$ cat src/l2_mem_pkg.sv
/* line width is fixed at four 32-bit words
   addresses are line aligned with the low 4 bits zero */
`default_nettype none

package l2_mem_pkg;

    localparam int line_words = 4;

    // word i of the line sits at bits [i*32 +: 32]
    typedef logic [line_words*32-1:0] line_t;

    typedef logic [31:0] addr_t;

    // read request from the cache
    typedef struct packed {
        addr_t addr;
        logic  dma;
    } rd_req_t;

    // evicted dirty line waiting for write back
    typedef struct packed {
        addr_t addr;
        line_t data;
    } wb_entry_t;

    typedef enum logic [2:0] {
        idle   = 3'd0,
        wrt_ar = 3'd1,
        wrt_r  = 3'd2,
        ret_ar = 3'd3,
        ret_r  = 3'd4
    } arb_state_e;

endpackage

`default_nettype wire

$ cat src/l2_mem_read_top.sv
/* wb_depth sets the write-buffer entries (2, 4 or 8)
   the write-back channel is not here, wb_head only exposes the oldest entry */
`timescale 1ns/1ps
`default_nettype none

module l2_mem_read_top #(
    parameter int wb_depth = 4
) (
    input  wire                        clk,
    input  wire                        rstn,
    input  wire                        req,
    input  wire l2_mem_pkg::rd_req_t   req_info,
    input  wire                        rdy,
    input  wire                        wb_push,
    input  wire l2_mem_pkg::wb_entry_t wb_push_entry,
    input  wire                        wb_pop,
    output logic                       addr_ok,
    output logic                       data_ok,
    output l2_mem_pkg::line_t          rd_data,
    output l2_mem_pkg::wb_entry_t      wb_head,
    output logic [$clog2(wb_depth+1)-1:0] wb_count,
    output logic                       wb_full,
    output logic                       mem_req,
    output l2_mem_pkg::addr_t          mem_addr,
    output logic [7:0]                 mem_len,
    input  wire                        mem_addr_ok,
    input  wire                        r_valid,
    input  wire [31:0]                 r_data,
    input  wire                        r_last
);
    logic              query_hit;
    l2_mem_pkg::line_t query_data;
    logic              ret_req;
    logic              ret_done;
    logic              ret_addr_ok;
    logic              ret_data_ok;
    l2_mem_pkg::line_t ret_data;

    write_buffer #(
        .wb_depth (wb_depth)
    ) i_write_buffer (
        .clk        (clk),
        .rstn       (rstn),
        .push       (wb_push),
        .push_entry (wb_push_entry),
        .pop        (wb_pop),
        .query_addr (req_info.addr),
        .query_hit  (query_hit),
        .query_data (query_data),
        .head       (wb_head),
        .count      (wb_count),
        .full       (wb_full)
    );

    read_arbiter i_read_arbiter (
        .clk         (clk),
        .rstn        (rstn),
        .req         (req),
        .req_info    (req_info),
        .rdy         (rdy),
        .query_hit   (query_hit),
        .query_data  (query_data),
        .ret_addr_ok (ret_addr_ok),
        .ret_data_ok (ret_data_ok),
        .ret_data    (ret_data),
        .addr_ok     (addr_ok),
        .data_ok     (data_ok),
        .rd_data     (rd_data),
        .ret_req     (ret_req),
        .ret_done    (ret_done)
    );

    return_buffer i_return_buffer (
        .clk         (clk),
        .rstn        (rstn),
        .ret_req     (ret_req),
        .req_addr    (req_info.addr),
        .ret_done    (ret_done),
        .mem_addr_ok (mem_addr_ok),
        .r_valid     (r_valid),
        .r_data      (r_data),
        .r_last      (r_last),
        .mem_req     (mem_req),
        .mem_addr    (mem_addr),
        .mem_len     (mem_len),
        .ret_addr_ok (ret_addr_ok),
        .ret_data_ok (ret_data_ok),
        .ret_data    (ret_data)
    );

endmodule

`default_nettype wire

$ cat src/read_arbiter.sv
/* a buffered line wins over memory unless the request is dma
   req and req_info must stay stable until addr_ok */
`timescale 1ns/1ps
`default_nettype none

module read_arbiter (
    input  wire                      clk,
    input  wire                      rstn,
    input  wire                      req,
    input  wire l2_mem_pkg::rd_req_t req_info,
    input  wire                      rdy,
    input  wire                      query_hit,
    input  wire l2_mem_pkg::line_t   query_data,
    input  wire                      ret_addr_ok,
    input  wire                      ret_data_ok,
    input  wire l2_mem_pkg::line_t   ret_data,
    output logic                     addr_ok,
    output logic                     data_ok,
    output l2_mem_pkg::line_t        rd_data,
    output logic                     ret_req,
    output logic                     ret_done
);
    l2_mem_pkg::arb_state_e state_q;
    l2_mem_pkg::arb_state_e state_d;
    l2_mem_pkg::line_t      hit_line;
    logic                   take_hit;

    assign take_hit = req && query_hit && !req_info.dma;

    always_ff @(posedge clk or negedge rstn) begin
        if (!rstn) begin
            state_q <= l2_mem_pkg::idle;
        end else begin
            state_q <= state_d;
        end
    end

    always_comb begin
        state_d = state_q;
        case (state_q)
            l2_mem_pkg::idle: begin
                if (take_hit) begin
                    state_d = l2_mem_pkg::wrt_ar;
                end else if (req) begin
                    state_d = l2_mem_pkg::ret_ar;
                end
            end
            l2_mem_pkg::wrt_ar: begin
                state_d = l2_mem_pkg::wrt_r;
            end
            l2_mem_pkg::wrt_r: begin
                if (rdy) begin
                    state_d = l2_mem_pkg::idle;
                end
            end
            l2_mem_pkg::ret_ar: begin
                if (ret_addr_ok) begin
                    state_d = l2_mem_pkg::ret_r;
                end
            end
            l2_mem_pkg::ret_r: begin
                if (ret_data_ok && rdy) begin
                    state_d = l2_mem_pkg::idle;
                end
            end
            default: state_d = l2_mem_pkg::idle;
        endcase
    end

    // write-buffer line captured when the request is taken
    always_ff @(posedge clk) begin
        if ((state_q == l2_mem_pkg::idle) && take_hit) begin
            hit_line <= query_data;
        end
    end

    always_comb begin
        addr_ok  = 1'b0;
        data_ok  = 1'b0;
        rd_data  = '0;
        ret_req  = 1'b0;
        ret_done = 1'b0;
        case (state_q)
            l2_mem_pkg::wrt_ar: begin
                addr_ok = 1'b1;
            end
            l2_mem_pkg::wrt_r: begin
                data_ok = 1'b1;
                rd_data = hit_line;
            end
            l2_mem_pkg::ret_ar: begin
                ret_req = 1'b1;
                addr_ok = ret_addr_ok;
            end
            l2_mem_pkg::ret_r: begin
                data_ok  = ret_data_ok;
                rd_data  = ret_data;
                ret_done = ret_data_ok && rdy;
            end
            default: ;
        endcase
    end

    // no returned line may still be pending once the arbiter is idle
    a_no_data_in_idle: assert property (@(posedge clk) disable iff (!rstn)
        (state_q == l2_mem_pkg::idle) |-> !ret_data_ok);

    // back-pressure holds the line on both paths
    a_hold_until_rdy: assert property (@(posedge clk) disable iff (!rstn)
        (data_ok && !rdy) |=> (data_ok && $stable(rd_data)));

endmodule

`default_nettype wire

$ cat src/return_buffer.sv
/* one outstanding burst of line_words beats, beats are always accepted
   the assembled line holds until ret_done */
`timescale 1ns/1ps
`default_nettype none

module return_buffer (
    input  wire                    clk,
    input  wire                    rstn,
    input  wire                    ret_req,
    input  wire l2_mem_pkg::addr_t req_addr,
    input  wire                    ret_done,
    input  wire                    mem_addr_ok,
    input  wire                    r_valid,
    input  wire [31:0]             r_data,
    input  wire                    r_last,
    output logic                   mem_req,
    output l2_mem_pkg::addr_t      mem_addr,
    output logic [7:0]             mem_len,
    output logic                   ret_addr_ok,
    output logic                   ret_data_ok,
    output l2_mem_pkg::line_t      ret_data
);
    localparam int beat_w = $clog2(l2_mem_pkg::line_words);

    logic              addr_done;
    logic              line_done;
    logic [beat_w-1:0] beat_cnt;
    logic              take_beat;

    // request stays up only until memory takes the address
    assign mem_req     = ret_req && !addr_done;
    assign mem_addr    = req_addr;
    assign mem_len     = 8'(l2_mem_pkg::line_words - 1);
    assign ret_addr_ok = mem_req && mem_addr_ok;
    assign ret_data_ok = line_done;

    // beats only count once the burst is open and the line is not yet complete
    assign take_beat = r_valid && addr_done && !line_done;

    always_ff @(posedge clk or negedge rstn) begin
        if (!rstn) begin
            addr_done <= 1'b0;
        end else if (ret_done) begin
            addr_done <= 1'b0;
        end else if (ret_addr_ok) begin
            addr_done <= 1'b1;
        end
    end

    always_ff @(posedge clk or negedge rstn) begin
        if (!rstn) begin
            beat_cnt <= '0;
        end else if (take_beat) begin
            if (r_last) begin
                beat_cnt <= '0;
            end else begin
                beat_cnt <= beat_cnt + 1'b1;
            end
        end
    end

    always_ff @(posedge clk or negedge rstn) begin
        if (!rstn) begin
            line_done <= 1'b0;
        end else if (ret_done) begin
            line_done <= 1'b0;
        end else if (take_beat && r_last) begin
            line_done <= 1'b1;
        end
    end

    // word i of the line comes from beat i
    always_ff @(posedge clk) begin
        if (take_beat) begin
            ret_data[beat_cnt*32 +: 32] <= r_data;
        end
    end

    a_last_on_final_beat: assert property (@(posedge clk) disable iff (!rstn)
        take_beat |-> (r_last == (beat_cnt == beat_w'(l2_mem_pkg::line_words - 1))));

endmodule

`default_nettype wire

$ cat src/write_buffer.sv
/* push while full is dropped and pop while empty is ignored
   wb_depth must be at least 2 */
`timescale 1ns/1ps
`default_nettype none

module write_buffer #(
    parameter int wb_depth = 4
) (
    input  wire                        clk,
    input  wire                        rstn,
    input  wire                        push,
    input  wire l2_mem_pkg::wb_entry_t push_entry,
    input  wire                        pop,
    input  wire l2_mem_pkg::addr_t     query_addr,
    output logic                       query_hit,
    output l2_mem_pkg::line_t          query_data,
    output l2_mem_pkg::wb_entry_t      head,
    output logic [$clog2(wb_depth+1)-1:0] count,
    output logic                       full
);
    localparam int ptr_w = $clog2(wb_depth);
    localparam int cnt_w = $clog2(wb_depth + 1);

    l2_mem_pkg::wb_entry_t entries [wb_depth];
    logic [wb_depth-1:0]   valid;
    logic [ptr_w-1:0]      head_ptr;
    logic [ptr_w-1:0]      tail_ptr;
    logic                  do_push;
    logic                  do_pop;

    function automatic logic [ptr_w-1:0] next_ptr(input logic [ptr_w-1:0] ptr);
        if (ptr == ptr_w'(wb_depth - 1)) begin
            return '0;
        end
        return ptr + 1'b1;
    endfunction

    assign full    = (count == cnt_w'(wb_depth));
    assign do_push = push && !full;
    assign do_pop  = pop && (count != '0);

    always_ff @(posedge clk or negedge rstn) begin
        if (!rstn) begin
            valid    <= '0;
            head_ptr <= '0;
            tail_ptr <= '0;
            count    <= '0;
        end else begin
            if (do_push) begin
                valid[tail_ptr] <= 1'b1;
                tail_ptr        <= next_ptr(tail_ptr);
            end
            if (do_pop) begin
                valid[head_ptr] <= 1'b0;
                head_ptr        <= next_ptr(head_ptr);
            end
            case ({do_push, do_pop})
                2'b10:   count <= count + 1'b1;
                2'b01:   count <= count - 1'b1;
                default: count <= count;
            endcase
        end
    end

    always_ff @(posedge clk) begin
        if (do_push) begin
            entries[tail_ptr] <= push_entry;
        end
    end

    // walk from oldest to youngest so the last match wins
    always_comb begin
        logic [ptr_w-1:0] idx;
        query_hit  = 1'b0;
        query_data = '0;
        idx        = head_ptr;
        for (int k = 0; k < wb_depth; k++) begin
            if (valid[idx] && (entries[idx].addr == query_addr)) begin
                query_hit  = 1'b1;
                query_data = entries[idx].data;
            end
            idx = next_ptr(idx);
        end
    end

    assign head = valid[head_ptr] ? entries[head_ptr] : '0;

    // count stays in range and agrees with the valid bits
    a_count_bound: assert property (@(posedge clk) disable iff (!rstn)
        (count <= cnt_w'(wb_depth)) && (count == cnt_w'($countones(valid))));

endmodule

`default_nettype wire
$ cat config.mk
export PLATFORM = sky130hd
export DESIGN_NAME = l2_mem_read_top
export DESIGN_NICKNAME = d
export VERILOG_FILES = /design/src/l2_mem_pkg.sv /design/src/l2_mem_read_top.sv /design/src/read_arbiter.sv /design/src/return_buffer.sv /design/src/write_buffer.sv
export SDC_FILE = /design/constraint.sdc
export NUM_CORES = 2
export LEC_CHECK = 0
export ABC_AREA = 1
export BUFFER_PORTS_ARGS = -buffer_cell sky130_fd_sc_hd__buf_2
export CAP_MARGIN = 25
export CORE_ASPECT_RATIO = 0.9
export CORE_MARGIN = 4
export CORE_UTILIZATION = 45
export DETAILED_ROUTE_END_ITERATION = 7
export PLACE_DENSITY = 0.7
export SLEW_MARGIN = 10
export SYNTH_ARGS = -nofsm -noshare
export SYNTH_HDL_FRONTEND = slang
export SYNTH_HIERARCHICAL = 1
export SYNTH_SLANG_ARGS = --single-unit
$ cat constraint.sdc
create_clock -name clk -period 34.6 [get_ports clk]
set_input_delay 3.46 -clock clk [delete_from_list [all_inputs] [get_ports clk]]
set_output_delay 3.46 -clock clk [all_outputs]
set_load 0.03 [all_outputs]
# Yosys cells after proc, flatten, opt, wreduce, memory -nomap -nowiden
# Memories as Yosys holds them, arrays and structs flattened.
# Index checks and enable logic that the tools add are counted.
totals:
  mem_count: 1
  latch_bits: 0
  output_inout_bits: 335
  ramBits: 640
  in_bits: 234
  wordCells: 135
  register_bits: 274
  rom_bits: 0
memory_table:
  columns: ["name", "words", "word_bits", "rd", "rd_ports_with_merged_regs", "write_ports", "line_no", "rtl"]
  rows:
  - ["i_write_buffer.entries", 4, 160, 4, 0, 1, "write_buffer.sv:24", "l2_mem_pkg::wb_entry_t entries [wb_depth];"]
op_classes:
  shift: 2
  magnitude_cmp: 7
  n_addsub: 8
  n_bitwise: 3
  n_mul: 0
  n_eq_ne: 19
  n_div: 0
  mux: 58
  n_reduce_logical: 27
op_table:
  columns: ["cell", "count"]
  rows:
  - ["128-bit 2-to-1 mux", 4]
  - ["128-bit one-hot mux with 2 select lines", 1]
  - ["160-bit 2-to-1 mux", 1]
  - ["128-bit bitwise mux", 1]
  - ["32-bit equality test", 4]
  - ["32-bit by 34-bit variable shift with 128-bit output (first input constant)", 1]
  - ["32-bit by 34-bit indexed part select with 128-bit output", 1]
  - ["7-bit negation with 34-bit output", 1]
  - ["1-bit 2-to-1 mux", 24]
  - ["2-bit 2-to-1 mux", 10]
  - ["1-bit logical AND", 17]
  - ["2-bit by 3-bit less-than comparator with 1-bit output (second input constant)", 5]
  - ["3-bit 2-to-1 mux", 5]
  - ["3-bit one-hot mux with 5 select lines", 1]
  - ["2-bit by 1-bit adder with 2-bit output (second input constant)", 5]
  - ["2-bit equality test (second input constant)", 5]
  - ["1-bit binary-select mux with 2-bit select", 4]
  - ["4-bit 2-to-1 mux", 2]
  - ["3-bit by 2-bit equality test with 1-bit output (second input constant)", 2]
  - ["3-bit equality test (second input constant)", 2]
  - ["3-bit one-hot mux with 2 select lines", 1]
  - ["2-bit nonzero test", 3]
  - ["4-bit AND", 1]
  - ["1-bit demux with 2-bit select", 2]
  - ["other kinds (15)", 21]

# Depth between registers and ports, before layout
logic_depth:
  depth_word: 17
  depth_mapped: 26
  depth_no_buf: 18

# By module
# The synthesis kept the hierarchy.
by_module_without_submodules:
  columns: ["mod", "area_each_um2", "seq_area_each_um2", "instances", "cells_each"]
  rows:
  - ["write_buffer", 42172.9, 19493.7, 1, 5531]
  - ["read_arbiter", 6178.4, 3918.8, 1, 590]
  - ["return_buffer", 5581.6, 3943.8, 1, 461]

# Worst setup path after synthesis
# OpenSTA, ideal clock, no wires.
synth_path:
  kind: "input to register"
  startpoint: "input req_info[14] (netlist bit)"
  endpoint: "register i_read_arbiter.hit_line[0] (enable)"
  slack_ps: 20434
  n_path_buf: 1
  required_time_ps: 33827
  cell_stages: 13
  setup_ps: 773
  t_arrival_ps: 13393
  cell_sequence: "inv_1 a21oi_1 or2_1 nor2_1 nand2_1 nor2_1 nand3_1 nor2_2 clkbuf_1 nor3_1 o21ai_0 nand3_1 nor3_1"
synth_between:
  elab_chain_len: 9
  elab_cells_between_ends: 15
  cone_classes: "4 x eq/ne; 4 x mux; 7 x reduce/logical"
synth_rtl:
  columns: ["element", "line_no", "rtl"]
  rows:
  - ["from (decl)", "l2_mem_read_top.sv:12", "input wire l2_mem_pkg::rd_req_t req_info,"]
  - ["32-bit equality test", "write_buffer.sv:78", "if (valid[idx] && (entries[idx].addr == query_addr)) begin"]
  - ["1-bit logical AND", "write_buffer.sv:78", null]
  - ["1-bit 2-to-1 mux (3 in series)", "write_buffer.sv:78", null]
  - ["1-bit 2-to-1 mux (*)", "write_buffer.sv:78", null]
  - ["named net query_hit", "l2_mem_read_top.sv:31", "logic query_hit;"]
  - ["1-bit logical AND (*) (2 in series)", "read_arbiter.sv:28", "assign take_hit = req && query_hit && !req_info.dma;"]
  - ["1-bit logical AND (*)", "read_arbiter.sv:72", "if ((state_q == l2_mem_pkg::idle) && take_hit) begin"]
  - ["to (signal assigned)", "read_arbiter.sv:73", "hit_line <= query_data;"]
  - ["to (decl)", "read_arbiter.sv:25", "l2_mem_pkg::line_t hit_line;"]
# Mark *: on every way through the listed nets, which the timed path passes. The rest lies on a longest branch.
# A chain may end at the register's enable or synchronous reset.

==> flow_metrics.env <==
export IMPL_status="finished with violations"
export IMPL_violations="design-rule violations"
export IMPL_synthesis_area_um2=53930
export IMPL_worstMarginPinSlew_ns=1.206
export IMPL_rows=120
export IMPL_power_w=0.006075
export IMPL_setup_tns_ns=0
export IMPL_synth_area_top_cells="edfxtp_1 50%, nand2_1 14%, o21ai_0 6.5%, nand3_1 5.2%, mux2i_1 4.8%"
export IMPL_grt_pass1_vias=43220
export IMPL_cts_buffers=102
export IMPL_drc=1
export IMPL_io_pins=569
export IMPL_reg2reg_from="i_write_buffer/head_ptr[1]"
export IMPL_critPathKind="register to primary output"
export IMPL_num_vias=47970
export IMPL_cts_resized=0
export IMPL_synth_edf_count=896
export IMPL_hp_class="register to register"
export IMPL_synth_top_cell_by_area="edfxtp_1"
export IMPL_cap_violations=0
export IMPL_p_per_area_nw_per_um2=100.7
export IMPL_fin_crit_sh=0.2512
export IMPL_root_buffer="clkbuf_16"
export IMPL_startpoint_type="register"
export IMPL_antenna_found_initial=60
export IMPL_viasPerCell=5.617
export IMPL_dp_slack_ns=26.49
export IMPL_rsz0062_at_grt="false"
export IMPL_final_hold_viol_count=0
export IMPL_drive_gt1_frac=0.1180
export IMPL_grt_pass1_wl_um=270200
export IMPL_yosys_warnings=6
export IMPL_synth_seq_area_share=0.5072
export IMPL_power_leakage_nw=26.43
export IMPL_path_max_fanout=209
export IMPL_skew_ns=0.03727
export IMPL_reg2reg_depth=20
export IMPL_fin_crit_ns=8.691
export IMPL_fin_nets=7065
export IMPL_min_delay_start="i_write_buffer/valid[0]"
export IMPL_relSlewSlack=0.1958
export IMPL_clk_pin_slew_ns=0.06
export IMPL_initial_core_util=0.4530
export IMPL_worstHoldPathCells=2
export IMPL_post_cts_buffers=0
export IMPL_die_h_um=336.4
export IMPL_syn_inst=6582
export IMPL_arrival_ns=5.23
export IMPL_cts_hold_buffers=0
export IMPL_wl_per_cell_um=21.57
export IMPL_cts_max_level=3
export IMPL_die_area_um2=125500
export IMPL_gp_congestion=0.9865
export IMPL_vdd_drop_max_v=0.0001300
export IMPL_first_pass_iters=8
export IMPL_cts_tree="done"
export IMPL_ys_async_sr_fraction=0.01969
export IMPL_core_um2=119100
export IMPL_yosysUniqueCellTypes=44
export IMPL_final_setup_worst_slack_ns=25.91
export IMPL_synth_top_area_frac=0.4989
export IMPL_syn_to_final_growth_pct=11.86
export IMPL_report_final_slew_viol_count=0
export IMPL_max_freq_mhz=115.1
export IMPL_routed_wl_um=184200
export IMPL_r2r_slack_ns=26.27
export IMPL_dp_hpwl_um=121000
export IMPL_regToRegEndpoint="i_read_arbiter/hit_line[126]"
export IMPL_fill_cells=11010
export IMPL_grt_max_degree=210
export IMPL_drt_iter0_drc=5898
export IMPL_clk_insertion_delay_late_ns=0.73
export IMPL_clk_path_buf_depth=3
export IMPL_avgSynthCellArea_um2=8.194
export IMPL_final_setup_viol_count=0
export IMPL_cts_sinks=914
export IMPL_end_kind="primary output"
export IMPL_die_x_um=372.9
export IMPL_portBuffers=560
export IMPL_cp_required_ns=31.14
export IMPL_ys_seq_elements=914
export IMPL_grtUsageTotal=0.2814
export IMPL_grt_remaining_overflow=0
export IMPL_ant_nets=0
export IMPL_hold_path_end="i_write_buffer/valid[0]"
export IMPL_synthFlopType="edfxtp_1"
==> how the worst max path moves through the flow <==
stage	depth (start not counted)	from	endpoint	slack [ns]
2_1_floorplan	13	req_info[14]	i_read_arbiter/hit_line[0]	20.43
3_3_place_gp	20	i_write_buffer/head_ptr[1]	i_read_arbiter/hit_line[3]	26.58
3_5_place_dp	20	i_write_buffer/head_ptr[1]	i_read_arbiter/hit_line[3]	26.49
4_1_cts	8	i_write_buffer/head_ptr[0]	wb_head[103]	25.94
5_1_grt	8	i_write_buffer/head_ptr[0]	wb_head[46]	25.58
6_report	7	i_write_buffer/head_ptr[0]	wb_head[43]	25.91
==> critical path, stage by stage, from the launching register on <==
cell and delay (ns):
dfrtp_4 0.82, buf_12 0.59, buf_4 0.86, buf_4 0.82, o21ai_0 0.24, o21ai_0 0.47, nor2_1 0.07, buf_2 0.21
==> logic make-up after synthesis <==
group	Yosys count	share of synthesized area
buffers and inverters	1102	0.08934
adder cells (fa/ha/maj)	15	0.003619
other	2	0.0001392
flip-flops	914	0.5072
AND/OR/NAND/NOR	3168	0.2399
XOR/XNOR	17	0.002761
AO/OA/AOI/OAI	1107	0.1094
multiplexers	257	0.04770
==> synth_stat cells, types with 72 or more instances <==
library cell and n:
a21oi_1 146, buf_2 159, buf_4 72, clkbuf_1 184
edfxtp_1 896, inv_1 598, mux2i_1 257, nand2_1 1947
nand3_1 555, nor2_1 477, nor3_1 139, o211ai_1 139
o21ai_0 704, o21ai_1 114
==> area by class of cell <==
class	instances	area (um2)	area share
tap	1586	1984	0.03289
clock buffer	127	2666	0.04419
antenna	55	137.6	0.002281
timing repair buffer	618	3398	0.05633
sequential	914	27370	0.4536
inverter	608	2306	0.03822
multi-input combinational	4572	21910	0.3632
clock inverter	60	563.0	0.009332
==> stage by stage <==
| stage | cells | hold WS, ns | cell area, um2 | util |
|---|---|---|---|---|
| floorplan | 6588 | 0.4862 | 53960 | - |
| global placement | 8295 | 0.5152 | 56880 | 0.4777 |
| detailed placement | 8295 | 0.5137 | 56880 | 0.4777 |
| CTS | 8482 | 0.5279 | 60110 | 0.5049 |
| global route | 8517 | 0.5538 | 60270 | 0.5062 |
| finish | 8540 | 0.5248 | 60330 | 0.5067 |
==> registers in the layout, indices dropped and copies added, names as in the netlist <==
name                         count
i_read_arbiter/state_q           3
i_write_buffer/tail_ptr          2
i_read_arbiter/hit_line        128
i_return_buffer/ret_data       128
i_write_buffer/head_ptr          2
i_return_buffer/ret_data_ok      1
i_write_buffer/count             3
i_return_buffer/beat_cnt         2
i_return_buffer/addr_done        1
i_write_buffer/valid             4
i_write_buffer/entries         640
==> placed cells by master (no fill, tap or decap), types with 8 or more instances in the layout <==
master / count
clkinv_1: 31
o21ai_1: 113
o211ai_1: 139
edfxtp_1: 896
inv_1: 597
clkbuf_16: 102
xor2_1: 16
buf_2: 560
ha_1: 13
clkinv_2: 11
o21ai_0: 704
a21oi_1: 146
diode_2: 55
nor2_1: 468
mux2i_1: 257
clkbuf_1: 23
nand3_1: 553
nor2_2: 25
nor2_4: 11
nor3_1: 138
dfrtp_1: 15
nand2_1: 1947
buf_12: 8
conb_1: 8
buf_4: 47
==> power by group <==
group	total [W]	internal (W)	switching (W)
combinational	0.00354	0.000873	0.00267
sequential	0.00147	0.00139	0.0000766
clock	0.00106	0.000599	0.000465
==> metal layers <==
metal,part of all wire,up-vias,global-route usage
li1,-,22530,-
met1,0.41,22480,0.3868
met2,0.43,2515,0.4219
met3,0.11,436,0.07152
met4,0.049,12,0.1250
met5,0.00049,-,0
No activity file was read; power rests on OpenSTA's default activity.
